$ cat config.mk
export PLATFORM = sky130hd
export DESIGN_NAME = codec_config_top
export DESIGN_NICKNAME = d
export VERILOG_FILES = /design/src/logic/codec_config_pkg.sv /design/src/logic/i2c_bit_clock.sv /design/src/logic/i2c_frame_writer.sv /design/src/logic/config_table.sv /design/src/logic/apb_config_regs.sv /design/src/logic/codec_config_ctrl.sv /design/src/logic/codec_config_top.sv
export VERILOG_INCLUDE_DIRS = /design/src /design/src/logic
export SDC_FILE = /design/constraint.sdc
export NUM_CORES = 1
export LEC_CHECK = 0
export BUFFER_PORTS_ARGS = -buffer_cell sky130_fd_sc_hd__buf_2
export CORE_MARGIN = 2
export CORE_UTILIZATION = 30
export CTS_BUF_LIST = sky130_fd_sc_hd__clkbuf_4
export CTS_CLUSTER_DIAMETER = 40
export DETAILED_ROUTE_END_ITERATION = 8
export PLACE_DENSITY = 0.55
export REMOVE_ABC_BUFFERS = 1
export SLEW_MARGIN = 30
export SYNTH_ARGS = -nofsm -noshare
export SYNTH_HDL_FRONTEND = slang
export SYNTH_SLANG_ARGS = --single-unit
$ cat constraint.sdc
create_clock -name CLOCK -period 9.8 [get_ports CLOCK]
set_input_delay 1.96 -clock CLOCK [delete_from_list [all_inputs] [get_ports CLOCK]]
set_output_delay 1.96 -clock CLOCK [all_outputs]
set_load 0.1 [all_outputs]
$ cat src/logic/codec_config_settings.svh
`ifndef CODEC_CONFIG_SETTINGS_SVH
`define CODEC_CONFIG_SETTINGS_SVH

// System clocks per quarter of an I2C bit.
`define CODEC_TICK_DIV 4

// Entries in the codec initialisation table.
`define CODEC_TABLE_LEN 8

// APB byte addresses.
`define CODEC_ADDR_CMD    4'h0
`define CODEC_ADDR_FRAME  4'h4
`define CODEC_ADDR_STATUS 4'h8

`endif

$ cat src/logic/codec_config_pkg.sv
package codec_config_pkg;

	// Opcodes for the command register.
	typedef enum logic [1:0] {
		CMD_NONE      = 2'd0,
		CMD_SINGLE    = 2'd1,
		CMD_RUN_TABLE = 2'd2
	} cmd_e;

	typedef enum logic [2:0] {
		IDLE,
		SEND,
		WAIT_FRAME,
		NEXT_ENTRY,
		FINISH
	} ctrl_state_e;

	// Sent on the bus from dev_addr down, MSB first.
	typedef struct packed {
		logic [7:0] dev_addr;
		logic [7:0] reg_addr;
		logic [7:0] data;
	} frame_t;

	typedef struct packed {
		logic       busy;
		logic       ack_error;
		logic [7:0] frames_sent;
	} status_t;

endpackage

$ cat src/logic/i2c_bit_clock.sv
`include "codec_config_settings.svh"

module i2c_bit_clock (
	input  logic CLOCK,
	input  logic RESET,
	input  logic tick_enable,
	output logic tick
);

	localparam int DIV = `CODEC_TICK_DIV;
	localparam int CW = $clog2(DIV);

	logic [CW-1:0] count;

	// Restart on every enable so each frame starts with the same phase.
	always_ff @(posedge CLOCK) begin
		if (RESET) begin
			count <= '0;
			tick <= 1'b0;
		end else if (!tick_enable) begin
			count <= '0;
			tick <= 1'b0;
		end else if (count == CW'(DIV - 1)) begin
			count <= '0;
			tick <= 1'b1;
		end else begin
			count <= count + CW'(1);
			tick <= 1'b0;
		end
	end

	assert property (@(posedge CLOCK) disable iff (RESET) tick |=> !tick);

endmodule

$ cat src/logic/i2c_frame_writer.sv
module i2c_frame_writer (
	input  logic                     CLOCK,
	input  logic                     RESET,
	input  logic                     frame_go,
	input  codec_config_pkg::frame_t frame,
	input  logic                     tick,
	output logic                     tick_enable,
	output logic                     scl,
	output logic                     sda_oe,
	input  logic                     sda_in,
	output logic                     frame_done,
	output logic                     ack_error
);

	// Slot 0 is the start, slots 1 to 27 carry bits, slot 28 is the stop.
	localparam logic [4:0] START_SLOT = 5'd0;
	localparam logic [4:0] STOP_SLOT = 5'd28;

	logic        active;
	logic [1:0]  phase;
	logic [4:0]  slot;
	logic [23:0] shift;
	logic        ack_slot;
	logic        framing;

	assign tick_enable = active;
	assign ack_slot = (slot == 5'd9) || (slot == 5'd18) || (slot == 5'd27);
	assign framing = (slot == START_SLOT) || (slot == STOP_SLOT);

	always_ff @(posedge CLOCK) begin
		if (frame_go && !active) begin
			shift <= frame;
		end else if (active && tick && phase == 2'd0 && !framing && !ack_slot) begin
			shift <= {shift[22:0], 1'b0};
		end
	end

	// Four ticks per slot: set SDA, raise SCL, sample, lower SCL.
	always_ff @(posedge CLOCK) begin
		if (RESET) begin
			active <= 1'b0;
			phase <= 2'd0;
			slot <= START_SLOT;
			scl <= 1'b1;
			sda_oe <= 1'b0;
			frame_done <= 1'b0;
			ack_error <= 1'b0;
		end else begin
			frame_done <= 1'b0;
			if (frame_go && !active) begin
				active <= 1'b1;
				phase <= 2'd0;
				slot <= START_SLOT;
				ack_error <= 1'b0;
			end else if (active && tick) begin
				phase <= phase + 2'd1;
				case (phase)
				2'd0: begin
					if (framing) begin
						sda_oe <= 1'b1;
					end else if (ack_slot) begin
						sda_oe <= 1'b0;
					end else begin
						sda_oe <= !shift[23];
					end
				end
				2'd1: begin
					if (slot != START_SLOT) begin
						scl <= 1'b1;
					end
				end
				2'd2: begin
					if (slot == START_SLOT) begin
						scl <= 1'b0;
					end else if (slot == STOP_SLOT) begin
						sda_oe <= 1'b0;
					end else if (ack_slot) begin
						ack_error <= ack_error | sda_in;
					end
				end
				default: begin
					if (slot == STOP_SLOT) begin
						active <= 1'b0;
						slot <= START_SLOT;
						frame_done <= 1'b1;
					end else begin
						scl <= 1'b0;
						slot <= slot + 5'd1;
					end
				end
				endcase
			end
		end
	end

	// The sequencer must wait for frame_done before the next go.
	assert property (@(posedge CLOCK) disable iff (RESET) frame_go |-> !active);

	// Data only moves under a low SCL; start and stop are the exceptions.
	assert property (@(posedge CLOCK) disable iff (RESET)
		(sda_oe != $past(sda_oe)) |-> (!$past(scl) || $past(framing)));

endmodule

$ cat src/logic/config_table.sv
module config_table (
	input  logic                     CLOCK,
	input  logic [2:0]               table_index,
	output codec_config_pkg::frame_t table_entry
);

	logic [7:0] data_byte;

	// Codec power-up values.
	always_comb begin
		case (table_index)
		3'd0: data_byte = 8'h97;
		3'd1: data_byte = 8'h97;
		3'd2: data_byte = 8'h79;
		3'd3: data_byte = 8'h79;
		3'd4: data_byte = 8'h10;
		3'd5: data_byte = 8'h00;
		3'd6: data_byte = 8'h42;
		default: data_byte = 8'h01;
		endcase
	end

	// Register byte is twice the index.
	always_ff @(posedge CLOCK) begin
		table_entry.dev_addr <= 8'h34;
		table_entry.reg_addr <= {4'b0000, table_index, 1'b0};
		table_entry.data <= data_byte;
	end

endmodule

$ cat src/logic/apb_config_regs.sv
`include "codec_config_settings.svh"

module apb_config_regs (
	input  logic                      CLOCK,
	input  logic                      RESET,
	input  logic                      psel,
	input  logic                      penable,
	input  logic                      pwrite,
	input  logic [3:0]                paddr,
	input  logic [31:0]               pwdata,
	output logic [31:0]               prdata,
	output logic                      pready,
	output logic                      pslverr,
	input  codec_config_pkg::status_t status,
	output logic                      cmd_valid,
	output codec_config_pkg::cmd_e    cmd,
	output codec_config_pkg::frame_t  frame
);

	logic                   write_access;
	logic                   cmd_write;
	codec_config_pkg::cmd_e new_cmd;

	assign write_access = psel && penable && pwrite;
	assign cmd_write = write_access && (paddr == `CODEC_ADDR_CMD);
	assign new_cmd = codec_config_pkg::cmd_e'(pwdata[1:0]);

	// No wait states.
	assign pready = 1'b1;
	assign pslverr = cmd_write && status.busy;

	always_ff @(posedge CLOCK) begin
		if (RESET) begin
			cmd_valid <= 1'b0;
			cmd <= codec_config_pkg::CMD_NONE;
			frame <= '0;
		end else begin
			cmd_valid <= 1'b0;
			if (cmd_write && !status.busy && (new_cmd == codec_config_pkg::CMD_SINGLE ||
					new_cmd == codec_config_pkg::CMD_RUN_TABLE)) begin
				cmd_valid <= 1'b1;
				cmd <= new_cmd;
			end
			if (write_access && paddr == `CODEC_ADDR_FRAME) begin
				frame <= codec_config_pkg::frame_t'(pwdata[23:0]);
			end
		end
	end

	always_comb begin
		case (paddr)
		`CODEC_ADDR_CMD:    prdata = {30'd0, cmd};
		`CODEC_ADDR_FRAME:  prdata = {8'd0, frame};
		`CODEC_ADDR_STATUS: prdata = {22'd0, status};
		default:            prdata = 32'd0;
		endcase
	end

endmodule

$ cat src/logic/codec_config_ctrl.sv
`include "codec_config_settings.svh"

module codec_config_ctrl (
	input  logic                      CLOCK,
	input  logic                      RESET,
	input  logic                      cmd_valid,
	input  codec_config_pkg::cmd_e    cmd,
	input  codec_config_pkg::frame_t  frame,
	output logic [2:0]                table_index,
	input  codec_config_pkg::frame_t  table_entry,
	output logic                      frame_go,
	output codec_config_pkg::frame_t  frame_out,
	input  logic                      frame_done,
	input  logic                      ack_error,
	output codec_config_pkg::status_t status
);

	localparam logic [2:0] LAST_INDEX = 3'(`CODEC_TABLE_LEN - 1);

	codec_config_pkg::ctrl_state_e state;
	codec_config_pkg::cmd_e        mode;
	codec_config_pkg::frame_t      single_frame;

	assign frame_out = (mode == codec_config_pkg::CMD_RUN_TABLE) ? table_entry : single_frame;

	always_ff @(posedge CLOCK) begin
		if (cmd_valid && state == codec_config_pkg::IDLE) begin
			single_frame <= frame;
		end
	end

	// Index rests at 0 while idle, so entry 0 is ready for the first send.
	always_ff @(posedge CLOCK) begin
		if (RESET) begin
			state <= codec_config_pkg::IDLE;
			mode <= codec_config_pkg::CMD_NONE;
			table_index <= 3'd0;
			frame_go <= 1'b0;
			status <= '0;
		end else begin
			frame_go <= 1'b0;
			case (state)
			codec_config_pkg::IDLE: begin
				if (cmd_valid) begin
					mode <= cmd;
					status <= '{busy: 1'b1, ack_error: 1'b0, frames_sent: 8'd0};
					frame_go <= 1'b1;
					state <= codec_config_pkg::SEND;
				end
			end
			codec_config_pkg::SEND: state <= codec_config_pkg::WAIT_FRAME;
			codec_config_pkg::WAIT_FRAME: begin
				if (frame_done) begin
					status.frames_sent <= status.frames_sent + 8'd1;
					status.ack_error <= status.ack_error | ack_error;
					if (mode == codec_config_pkg::CMD_RUN_TABLE && !ack_error &&
							table_index != LAST_INDEX) begin
						table_index <= table_index + 3'd1;
						state <= codec_config_pkg::NEXT_ENTRY;
					end else begin
						state <= codec_config_pkg::FINISH;
					end
				end
			end
			// Table output settles here.
			codec_config_pkg::NEXT_ENTRY: begin
				frame_go <= 1'b1;
				state <= codec_config_pkg::SEND;
			end
			codec_config_pkg::FINISH: begin
				status.busy <= 1'b0;
				table_index <= 3'd0;
				state <= codec_config_pkg::IDLE;
			end
			default: state <= codec_config_pkg::IDLE;
			endcase
		end
	end

	assert property (@(posedge CLOCK) disable iff (RESET)
		frame_go |-> state == codec_config_pkg::SEND);

endmodule

$ cat src/logic/codec_config_top.sv
module codec_config_top (
	input  logic        CLOCK,
	input  logic        RESET,
	input  logic        psel,
	input  logic        penable,
	input  logic        pwrite,
	input  logic [3:0]  paddr,
	input  logic [31:0] pwdata,
	output logic [31:0] prdata,
	output logic        pready,
	output logic        pslverr,
	output logic        scl,
	output logic        sda_oe,
	input  logic        sda_in
);

	codec_config_pkg::status_t status;
	codec_config_pkg::cmd_e    cmd;
	codec_config_pkg::frame_t  frame;
	codec_config_pkg::frame_t  frame_out;
	codec_config_pkg::frame_t  table_entry;
	logic                      cmd_valid;
	logic [2:0]                table_index;
	logic                      frame_go;
	logic                      frame_done;
	logic                      ack_error;
	logic                      tick_enable;
	logic                      tick;

	apb_config_regs regs (
		.CLOCK, .RESET,
		.psel, .penable, .pwrite, .paddr, .pwdata,
		.prdata, .pready, .pslverr,
		.status, .cmd_valid, .cmd, .frame
	);

	codec_config_ctrl ctrl (
		.CLOCK, .RESET,
		.cmd_valid, .cmd, .frame,
		.table_index, .table_entry,
		.frame_go, .frame_out, .frame_done, .ack_error,
		.status
	);

	config_table init_table (.CLOCK, .table_index, .table_entry);

	i2c_frame_writer writer (
		.CLOCK, .RESET,
		.frame_go, .frame(frame_out),
		.tick, .tick_enable,
		.scl, .sda_oe, .sda_in,
		.frame_done, .ack_error
	);

	i2c_bit_clock bit_clock (.CLOCK, .RESET, .tick_enable, .tick);

endmodule

=== Word-level counts from Yosys, hierarchy flattened ===
Index checks and enable logic that the tools add are counted.

* Bits in registers: 120
* Input bits: 42
* Output and inout bits: 36
* Word-level logic and storage cells: 162

* Add/subtract/negate cells: 5
* Eq/ne operators: 32
* Multiplexer cells: 34
* Bitwise gates (word level): 9
* Reduce and logical (&&, ||, !) cells: 55

{| class="wikitable"
|+ Operators with widths
! operator !! count
|-
| 24-bit two-way mux || 3
|-
| 24-bit case mux with 3 select lines || 1
|-
| 8-bit case mux with 5 select lines || 1
|-
| 9-bit case mux with 2 select lines || 1
|-
| 5-bit equality test (second input constant) || 3
|-
| 1-bit logical AND || 15
|-
| 3-bit two-way mux || 5
|-
| 1-bit two-way mux || 14
|-
| 2-bit nonzero test || 7
|-
| 3-bit by 2-bit equality test with 1-bit output (second input constant) || 4
|-
| 3-bit equality test (second input constant) || 4
|-
| 2-bit by 1-bit inequality test with 1-bit output (second input constant) || 6
|-
| 3-bit case mux with 4 select lines || 1
|-
| 10-bit two-way mux || 1
|-
| 5-bit AND reduction || 2
|-
| 9-bit two-way mux || 1
|-
| 3-bit AND reduction || 3
|-
| 8-bit by 1-bit adder with 8-bit output (second input constant) || 1
|-
| 2-bit equality test (second input constant) || 4
|-
| 2-bit AND reduction || 4
|-
| 2-bit OR reduction || 4
|-
| 1-bit inverter || 7
|-
| 3-bit by 1-bit equality test with 1-bit output (second input constant) || 2
|-
| 1-bit zero test || 6
|-
| 23 further kinds || 35
|}

=== Depth between registers and ports, before layout ===
Gate-level depths: netlist (run 1).

* Word-level depth: 7
* Gate-level depth with buffers: 6
* Mapped depth without buffers: 6

=== Modules after synthesis ===
From an unflattened synthesis (run 1), not the netlist that was laid out.

* Cell total of the unflattened synthesis: 508
* Area, all modules: 5641.7 µm²

{| class="wikitable"
|+ Modules (own cells, without submodules)
! module !! instances !! cells an instance !! area an instance (µm²) !! sequential area each (µm²)
|-
| codec_config_ctrl || 1 || 161 || 1971.9 || 1101.1
|-
| i2c_frame_writer || 1 || 136 || 1759.2 || 960.9
|-
| apb_config_regs || 1 || 170 || 1457.6 || 540.5
|-
| config_table || 1 || 34 || 344.1 || 180.2
|-
| i2c_bit_clock || 1 || 7 || 108.9 || 60.1
|}

=== Worst setup path before layout (run 1) ===
No wires, ideal clock.

* Kind: input-to-output
* Start point: in paddr[1]
* End point: out pslverr
* Arrival: 4.602 ns
* Required time: 7.840 ns
* Path slack: 3.238 ns
* Stages: 2
* Buffers on the path: 0
* Path through: or4_1 nor3_1

* Longest elaborated chain between the ends: 3

{| class="wikitable"
|+ Ends and longest elaborated chain
! element !! RTL line !! text
|-
| start, declared || codec_config_top.sv:7 || <nowiki>input logic [3:0] paddr,</nowiki>
|-
| 4-bit zero test (no source line) || - ||
|-
| 1-bit logical AND || apb_config_regs.sv:25 || <nowiki>assign cmd_write = write_access && (paddr == `CODEC_ADDR_CMD);</nowiki>
|-
| 1-bit logical AND || apb_config_regs.sv:30 || <nowiki>assign pslverr = cmd_write && status.busy;</nowiki>
|-
| end, declared || codec_config_top.sv:11 || <nowiki>output logic pslverr,</nowiki>
|}

No other way between the ends.

=== Final worst setup path (run 1) ===
* Start point: in paddr[1]
* End point: out prdata[5]

* Longest elaborated chain between the ends: 2
* Elaborated cells on any way between the ends: 4
* Those cells by class: eq/ne: 2; mux: 1; reduce/logical: 1

{| class="wikitable"
|+ Ends and longest elaborated chain
! element !! RTL line !! text
|-
| 4-bit equality test, or another cell as far along || apb_config_regs.sv:51 || <nowiki>case (paddr)</nowiki>
|-
| 24-bit case mux with 3 select lines (*) || apb_config_regs.sv:51 ||
|-
| end, declared || codec_config_top.sv:9 || <nowiki>output logic [31:0] prdata,</nowiki>
|}

Mark *: on every way between the ends. The rest lies on a longest branch, timed or not.

==> results of run 1 <==
-- power groups by stage --
stage	sequential [mW]	clock, mW	combinational [mW]
floorplan	0.519	0	0.0206
global placement	0.519	0	0.0331
detailed placement	0.519	0	0.0336
CTS	0.508	0.420	0.0336
global route	0.508	0.441	0.0357
finish	0.508	0.408	0.0335
-- stage by stage --
| step | instances | util | setup slack (ns) | power (mW) | cell area, um^2 |
|---|---|---|---|---|---|
| floorplan | 467 | - | 3.24 | 0.539 | 4930 |
| global placement | 751 | 0.335 | 4.09 | 0.552 | 5550 |
| detailed placement | 752 | 0.335 | 4.29 | 0.553 | 5560 |
| CTS | 784 | 0.355 | 4.28 | 0.962 | 5890 |
| global route | 785 | 0.356 | 4.20 | 0.984 | 5900 |
| finish | 785 | 0.356 | 4.29 | 0.950 | 5900 |
-- metal layers --
layer	vias to the layer above	wire, um
met2	63	4970
met1	1733	5160
met3	12	410
li1	1846	-
met4	0	146
met5	-	0
-- sequential cells by signal, summed over array words and instances, names as in the netlist, 2 cells and up --
name,count
writer.shift,24
init_table.table_entry,9
regs.frame,24
ctrl.state,3
ctrl.status,10
regs.cmd,2
ctrl.mode,2
ctrl.single_frame,24
ctrl.table_index,3
writer.slot,5
bit_clock.count,2
writer.phase,2
-- layout make-up --
cell class              count  share of cell area
inverters                  15             0.00954
multi-input cells         334               0.346
repair buffers             66              0.0585
clock buffers              17              0.0216
flip-flops and latches    118               0.482
clock inverters            15              0.0356
well taps                 220              0.0466
-- placed cells by master (no fill, tap or decap), types with 2 or more instances in the layout --
| master | count |
|---|---|
| sky130_fd_sc_hd__nand2_1 | 86 |
| sky130_fd_sc_hd__dfxtp_1 | 70 |
| sky130_fd_sc_hd__buf_2 | 60 |
| sky130_fd_sc_hd__edfxtp_1 | 48 |
| sky130_fd_sc_hd__a21oi_1 | 39 |
| sky130_fd_sc_hd__nor2_1 | 31 |
| sky130_fd_sc_hd__and2_1 | 20 |
| sky130_fd_sc_hd__a22o_1 | 18 |
| sky130_fd_sc_hd__clkbuf_4 | 17 |
| sky130_fd_sc_hd__ha_1 | 16 |
| sky130_fd_sc_hd__inv_1 | 15 |
| sky130_fd_sc_hd__o21ai_0 | 13 |
| sky130_fd_sc_hd__mux2i_1 | 11 |
| sky130_fd_sc_hd__nor3_1 | 10 |
| sky130_fd_sc_hd__conb_1 | 9 |
| sky130_fd_sc_hd__a31oi_1 | 7 |
| sky130_fd_sc_hd__nand3_1 | 7 |
| sky130_fd_sc_hd__nand4_1 | 7 |
| sky130_fd_sc_hd__buf_4 | 6 |
| sky130_fd_sc_hd__xor2_1 | 5 |
| sky130_fd_sc_hd__clkinvlp_4 | 5 |
| sky130_fd_sc_hd__bufinv_16 | 5 |
| sky130_fd_sc_hd__nor2b_1 | 3 |
| sky130_fd_sc_hd__nand2b_1 | 3 |
| sky130_fd_sc_hd__o22a_1 | 3 |
| sky130_fd_sc_hd__and3_1 | 3 |
| sky130_fd_sc_hd__or4_1 | 3 |
| sky130_fd_sc_hd__o211ai_1 | 3 |
| sky130_fd_sc_hd__and4_1 | 3 |
| sky130_fd_sc_hd__xnor2_1 | 3 |
| sky130_fd_sc_hd__clkinv_2 | 3 |
| sky130_fd_sc_hd__nor4b_4 | 2 |
| sky130_fd_sc_hd__or2_2 | 2 |
| sky130_fd_sc_hd__or3_1 | 2 |
| sky130_fd_sc_hd__a211o_1 | 2 |
| sky130_fd_sc_hd__nor4b_1 | 2 |
| sky130_fd_sc_hd__a22oi_1 | 2 |
| sky130_fd_sc_hd__clkinv_1 | 2 |
-- kinds of logic (layout without fill, tap and decap cells) --
kind of cell / after synthesis / in the layout / share of synthesized area
flops: 118 / 118 / 0.559
other cells: 2 / 9 / 0.00148
mux: 13 / 13 / 0.0261
xor+xnor: 8 / 8 / 0.0138
simple gates: 191 / 191 / 0.189
fa+ha+maj: 16 / 16 / 0.0394
buf+inv: 51 / 113 / 0.0463
compound gates: 97 / 97 / 0.125
-- worst max path at each step --
stage                  start         to  slack [ns]  cells past startpoint
floorplan           paddr[1]    pslverr        3.24                      2
global placement    paddr[1]  prdata[4]        4.09                      4
detailed placement  paddr[1]  prdata[2]        4.29                      5
CTS                 paddr[1]  prdata[2]        4.28                      5
global route        paddr[1]  prdata[6]        4.20                      5
finish              paddr[1]  prdata[5]        4.29                      5
-- worst max-delay path: stages --
cell and delay (ns):
sky130_fd_sc_hd__buf_2 0.12, sky130_fd_sc_hd__or3_1 0.41, sky130_fd_sc_hd__nor2_1 0.41, sky130_fd_sc_hd__a22o_1 0.21
sky130_fd_sc_hd__buf_2 0.43
==> results, run 1 <==
- The switching power as a share of total power is 0.222.
- The origin of the critical flop-to-flop path is writer.tick_enable.
- The post-detailed-placement half-perimeter wirelength is about 7.6 mm.
- Summing all multi-input logic gate instances after layout gives ~2000 um^2.
- The transition time of the tightest slew-check pin is around 0.91 ns.
- The initial DRC count is between 150 and 200.
- Buffers added to address setup during post-CTS repair amount to 0.
- The startpoint identified for the worst hold timing path is ctrl.table_index[0].
- The smallest hold slack is between 0.4 and 0.5 ns.
- The sum of negative setup slack is 0 ns.
- Once the clock tree was built, the resizer swapped 0 gates to a different size.
- Dividing the detail-routed via count by the number of cells gives 4.65.
- For this run, the register share of the synthesized area comes to 0.559.
- The initial utilization of the core area, before any placement, comes to 0.306.
- The first global-routing pass estimated 17.7 mm of wire.
- The fraction of synthesis flops using an asynchronous set or reset pin is 0.
- The count of TritonRoute iterations in the first routing pass is 4.
- In the post-synthesis netlist, the cell with the most instances is sky130_fd_sc_hd__nand2_1.
- The worst flop-to-flop path endpoint is writer.shift[23].
- The final-report hold violation count is 0.
- For this run, global-route usage on met2 was measured as 0.200.
- The proportion of layout cells with a drive suffix above 1 is 0.191.
- The die covers approximately 18000 um^2.
- Of the available clock period, the critical path in the final layout requires 0.562.
- The number of fillers in the final layout is roughly 1700.
- The standard cell core area is 16600 um^2.
- The cell count after synthesis came out at between 400 and 500.
- The synthesized design contains about 120 register bits.
- 78 I/O pins were placed.
- The synthesized netlist contains between 50 and 60 unique library cells.
- The average wire per standard cell is roughly 14 um.
- The total internal power is 0.739 mW.
- The path type of the worst setup path is input port to output port.
- The congestion estimate from routability-driven global placement came to about 0.83.
- STA puts the critical path data arrival time at between 3 and 4 ns.
- The TritonCTS clock tree is yes.
- The tree is rooted in a sky130_fd_sc_hd__clkbuf_4.
- Summed over all layers, the routed wires come to between 10 and 15 mm.
- The final number of max-transition violations is 0.
- In this run the register-to-register setup slack is 7.58 ns.
- The H-tree generated during clock tree synthesis spans 4 levels.
- The routed layout has between 3000 and 4000 vias.
- Measured in cells, the most critical reg-to-reg path has a length of 3.
- The initialized floorplan defines 47 standard-cell rows.
- The commonest cells after synthesis are 86 x sky130_fd_sc_hd__nand2_1, 70 x sky130_fd_sc_hd__dfxtp_1, 48 x sky130_fd_sc_hd__edfxtp_1, 39 x sky130_fd_sc_hd__a21oi_1, 31 x sky130_fd_sc_hd__nor2_1.
- The synthesized design contains 48 enable-type register cells.
- Dividing the synthesized area by the synthesized cell count gives about 10 um^2.
- Entering global routing, the biggest net connects 45 pins.
- Setup repair after global routing left no endpoint under its margin.
- The antenna violation net count after detailed routing is 0.
- The maximum buffer depth of the clock tree is 2.
- The number of setup violations in the final report is 0.
- The tightest min-delay check is of the register to register type.
- The type of origin of the critical path is an input port.
- In the global route stage, met3 resource usage came out at 0.0423.
- The worst-skew pair later-pin latency is ~0.50 ns.
- The worst voltage drop across the vdd grid is about 0.098 mV.
- The sum of overflow across all layers after global routing is 0.
- The share of power burned in combinational logic is 0.035.
- For the finished layout, the period the worst path requires is roughly 5.5 ns.
- The number of violations of the max-capacitance limit is 0.
- The share of power burned in the clock network is 0.430.
- For this design the static power due to leakage is 2.18 nW.
- The total clock buffers created by CTS is 17.
- The run finished with clean final reports.
- The met1 track demand over resource is 0.160.
- Along the worst path, the maximum fanout reaches 8.
- The aggregate global-route resource usage is 0.124.
- The highest-utilization routing layer at the global route stage is met2.
- The chip height is 134 um.
- Ranked by total cell area, the synthesized netlist is headed by sky130_fd_sc_hd__edfxtp_1 28%, sky130_fd_sc_hd__dfxtp_1 28%, sky130_fd_sc_hd__nand2_1 6.4%, sky130_fd_sc_hd__ha_1 3.9%, sky130_fd_sc_hd__a21oi_1 3.8%.
- The share of power burned in registers is 0.535.
- The power per cell area is approximately 160 nW/um^2.
- In this run the horizontal extent of the chip is approximately 130 um.
- In the routed design, unresolved DRC markers number 0.
- The data required time of the worst path is between 7 and 8 ns.
- CTS saw between 100 and 150 sinks.
- In this run the tightest slew margin relative to its limit is 0.396.
- The number of buffers inserted by port buffering is 60.
- The post-synth design cell area is 5080 um^2.
- The biggest area contributor in the post-synthesis netlist is sky130_fd_sc_hd__edfxtp_1.
- The hold buffer count at CTS is 0.
- The primary flip-flop cell chosen by synthesis mapping is sky130_fd_sc_hd__dfxtp_1.
- The via count of the first global-routing pass is roughly 3600.
- The number of antenna violations at the first check in global routing came to 0.
- The net count of the finished layout is 610.
- The area share of the largest cell type after synthesis is 0.284.
- The fmax is 0.181 GHz.
- Counting instances, the worst hold path has a depth of 0.
- For this design the total switching power over the nets is approximately 0.21 mW.
- On the final layout, the worst clock skew is between 0.01 and 0.015 ns.
- The clock-pin transition on the worst setup and hold timing paths is 0.10 ns.
- The sequential cells in the finished layout cover a total of ~2800 um^2.
- The sort of element at the end of the critical path is an output port.
- The worst hold path terminates at init_table.table_entry[9].
- The synthesis warning total is 0.
- The area added between synthesis and finish is 16.1%.
- The count of inserted antenna diode cells is 0.
(Power assumes the default switching activity.)
==> inputs of run 2 (changes only) <==
--- a/config.mk
+++ b/config.mk
@@ -12,7 +12,7 @@
 export CTS_BUF_LIST = sky130_fd_sc_hd__clkbuf_4
 export CTS_CLUSTER_DIAMETER = 40
 export DETAILED_ROUTE_END_ITERATION = 8
-export PLACE_DENSITY = 0.55
+export PLACE_DENSITY = 0.56
 export REMOVE_ABC_BUFFERS = 1
 export SLEW_MARGIN = 30
 export SYNTH_ARGS = -nofsm -noshare
==> constraint.sdc (replaced) <==
create_clock -name CLOCK -period 5 [get_ports CLOCK]
set_input_delay 1 -clock CLOCK [delete_from_list [all_inputs] [get_ports CLOCK]]
set_output_delay 1 -clock CLOCK [all_outputs]
set_load 0.1 [all_outputs]
==> run 2 against run 1 <==
Effect of this change:
- register-to-register slack worse by 4.8 ns
- setup slack worse by 2.9 ns
- utilization is 0.38 points lower
- wire length is 3.3% higher
- global-route usage is 0.45 points higher
- clock power is 64% higher
- die area stayed put
- design area is 1.1% lower
- critical endpoint is now prdata[8]
- largest power group unchanged
==> results, run 2 (same netlist as run 1, synthesis figures left out) <==
- After routing the design area is 5840 um^2.
- The number of antenna violations at the first check in global routing is 1.
- At the end of the flow, the number of nets in the layout was 610.
- Summing all placed instances gives a cell area of between 5000 and 6000 um^2.
- Dividing the detail-routed via count by the number of cells gives around 4.7.
- The sequential standard cell area is approximately 2800 um^2.
- The final number of max-transition violations was 0.
- For this run, the total global-route usage over all layers was measured as 0.129.
- The smallest hold slack is about 0.42 ns.
- After floorplanning, the core was sized to cover approximately 17000 um^2.
- After clock tree synthesis, the clock-pin slew on the worst setup and hold paths is around 0.09 ns.
- The post-detailed-placement half-perimeter wirelength is 7.59 mm.
- The worst hold-check path type is register to register.
- For this design, the CTS-stage hold fixing added 0 buffers.
- The fmax is 0.278 GHz.
- Data on the critical path arrives at its endpoint at between 2 and 3 ns.
- The initial cell density of the core is 0.306.
- Max-cap violations in this run came to 0.
- Once the clock tree was built, the resizer swapped 0 gates to a different size.
- The number of fillers in the final layout is ~1700.
- The proportion of layout cells with a drive suffix above 1 is 0.191.
- Dividing the final minimum period by the clock period gives 0.719.
- The die covers 18000 um^2.
- The worst-case IR drop observed on VDD is ~0.15 mV.
- Once layout is complete, the utilization of the core stands at 0.352.
- The first-pass GRT wire length is approximately 18 mm.
- The leakage power figure is between 2 and 2.5 nW.
- The H-tree depth is 4.
- The area growth from synthesis to layout is 14.9%.
- The run finished with clean final reports.
- The die is 134 um wide.
- The congestion estimate from routability-driven global placement came to approximately 0.8.
- The detailed router finished its first iteration with 214 violations.
- The worst pin sits at a relative slew slack of 0.418.
- After clock tree synthesis, the setup repair step added 0 buffers.
- The count of nets left with antenna violations once routing finished came out at 0.
- From bottom edge to top edge, the die measures about 130 um.
- Leaving out fill and tap cells, the most frequent cells in the layout are 86 x sky130_fd_sc_hd__nand2_1, 70 x sky130_fd_sc_hd__dfxtp_1, 60 x sky130_fd_sc_hd__buf_2.
- In the final routed layout, each cell accounts on average for 14.0 um.
- Global routing finished with a remaining overflow of 0.
- The final cell count without fillers is just under 800.
- Entering global routing, the biggest net connects 29 pins.
- The largest fanout on the critical path is 8.
- The routed wire length is about 11 mm.
- The number of core rows is 47.
- The data required time of the worst path is around 4.0 ns.
- The total clock buffers created by CTS is 17.
- Clock latency on the worst-skew pair, taken at its later pin, is 0.52 ns.
- TritonCTS built the clock tree.
- The via count of the first global-routing pass is roughly 3700.
- The longest clock path from root to sink contains 2 buffers.
- The type of origin of the critical path is an input port.
- The number of instances in the placed design is 753.
- The final-report hold violation count was 0.
- The routed design could run at a clock period as short as between 3 and 4 ns.
- The power per cell area is ~300 nW/um^2.
- The path type of the worst setup path is input port to output port.
- The number of setup violations in the final report is 0.
- In the final layout, the registers with the most flip-flops are ctrl.single_frame x24, regs.frame x24, writer.shift x24.
- The first detailed-routing pass took 4 iterations.
- Setup repair after global routing left no endpoint under its margin.
- The final routed DRC violation total is 0.
- The clock skew is 0.0203 ns.
- Input and output buffers added on the ports amount to 60.
- CTS placed an instance of sky130_fd_sc_hd__clkbuf_4 at the clock tree root.
- STA classifies the critical path endpoint as an output port.
- The most common cell after layout, fill and taps aside is sky130_fd_sc_hd__nand2_1.
- In the final layout, the multi-input gates occupy ~2000 um^2.
- At the pin with the least slew margin, the transition time is slightly below 0.9 ns.
- The clock drives between 100 and 150 sinks.
- Setup total negative slack on the finished layout was measured at 0 ns.
- During I/O placement, the number of pins put on the boundary was 78.
- Across all layers, the routed design uses 3704 vias.
-- run 2: critical path, stage by stage --
cell	delay, ns
sky130_fd_sc_hd__buf_2	0.12
sky130_fd_sc_hd__or3_1	0.40
sky130_fd_sc_hd__nor2_1	0.43
sky130_fd_sc_hd__a22o_1	0.22
sky130_fd_sc_hd__buf_2	0.42
-- run 2: cell type report --
cell class,count,share of cell area
Clock inverter,10,0.0184
Sequential cell,118,0.487
Clock buffer,22,0.0283
Multi-Input combinational cell,334,0.350
Timing Repair Buffer,66,0.0592
Tap cell,220,0.0471
Inverter,15,0.00964
Antenna cell,1,0.000429
-- run 2: power by group --
part / switching [mW] / internal (mW) / total, mW
logic: 0.0526 / 0.0143 / 0.0669
clock network: 0.351 / 0.320 / 0.671
registers: 0.000947 / 0.994 / 0.995
-- run 2: final timing paths --
check	start	to	cells past startpoint	slack [ns]
worst max-delay path	paddr[1]	prdata[8]	5	1.41
worst min-delay path	ctrl.table_index[0]	init_table.table_entry[9]	0	0.42
worst max register to register	ctrl.table_index[1]	ctrl.table_index[0]	6	2.79
worst min register to register	ctrl.table_index[0]	init_table.table_entry[9]	0	0.42
-- run 2: per-stage QoR --
| step | setup slack, ns | power [mW] |
|---|---|---|
| after floorplan | 0.358 | 1.06 |
| after global placement | 1.44 | 1.08 |
| after detailed placement | 1.40 | 1.08 |
| after CTS | 1.39 | 1.75 |
| after global routing | 1.30 | 1.80 |
| final | 1.41 | 1.73 |
-- run 2: routing by layer --
metal / up-vias / part of all wire / track usage
met3: 14 / 0.045 / 0.0393
li1: 1844 / - / -
met5: - / 0 / 0
met2: 89 / 0.46 / 0.202
met4: 0 / 0.013 / 0.0433
met1: 1757 / 0.48 / 0.170
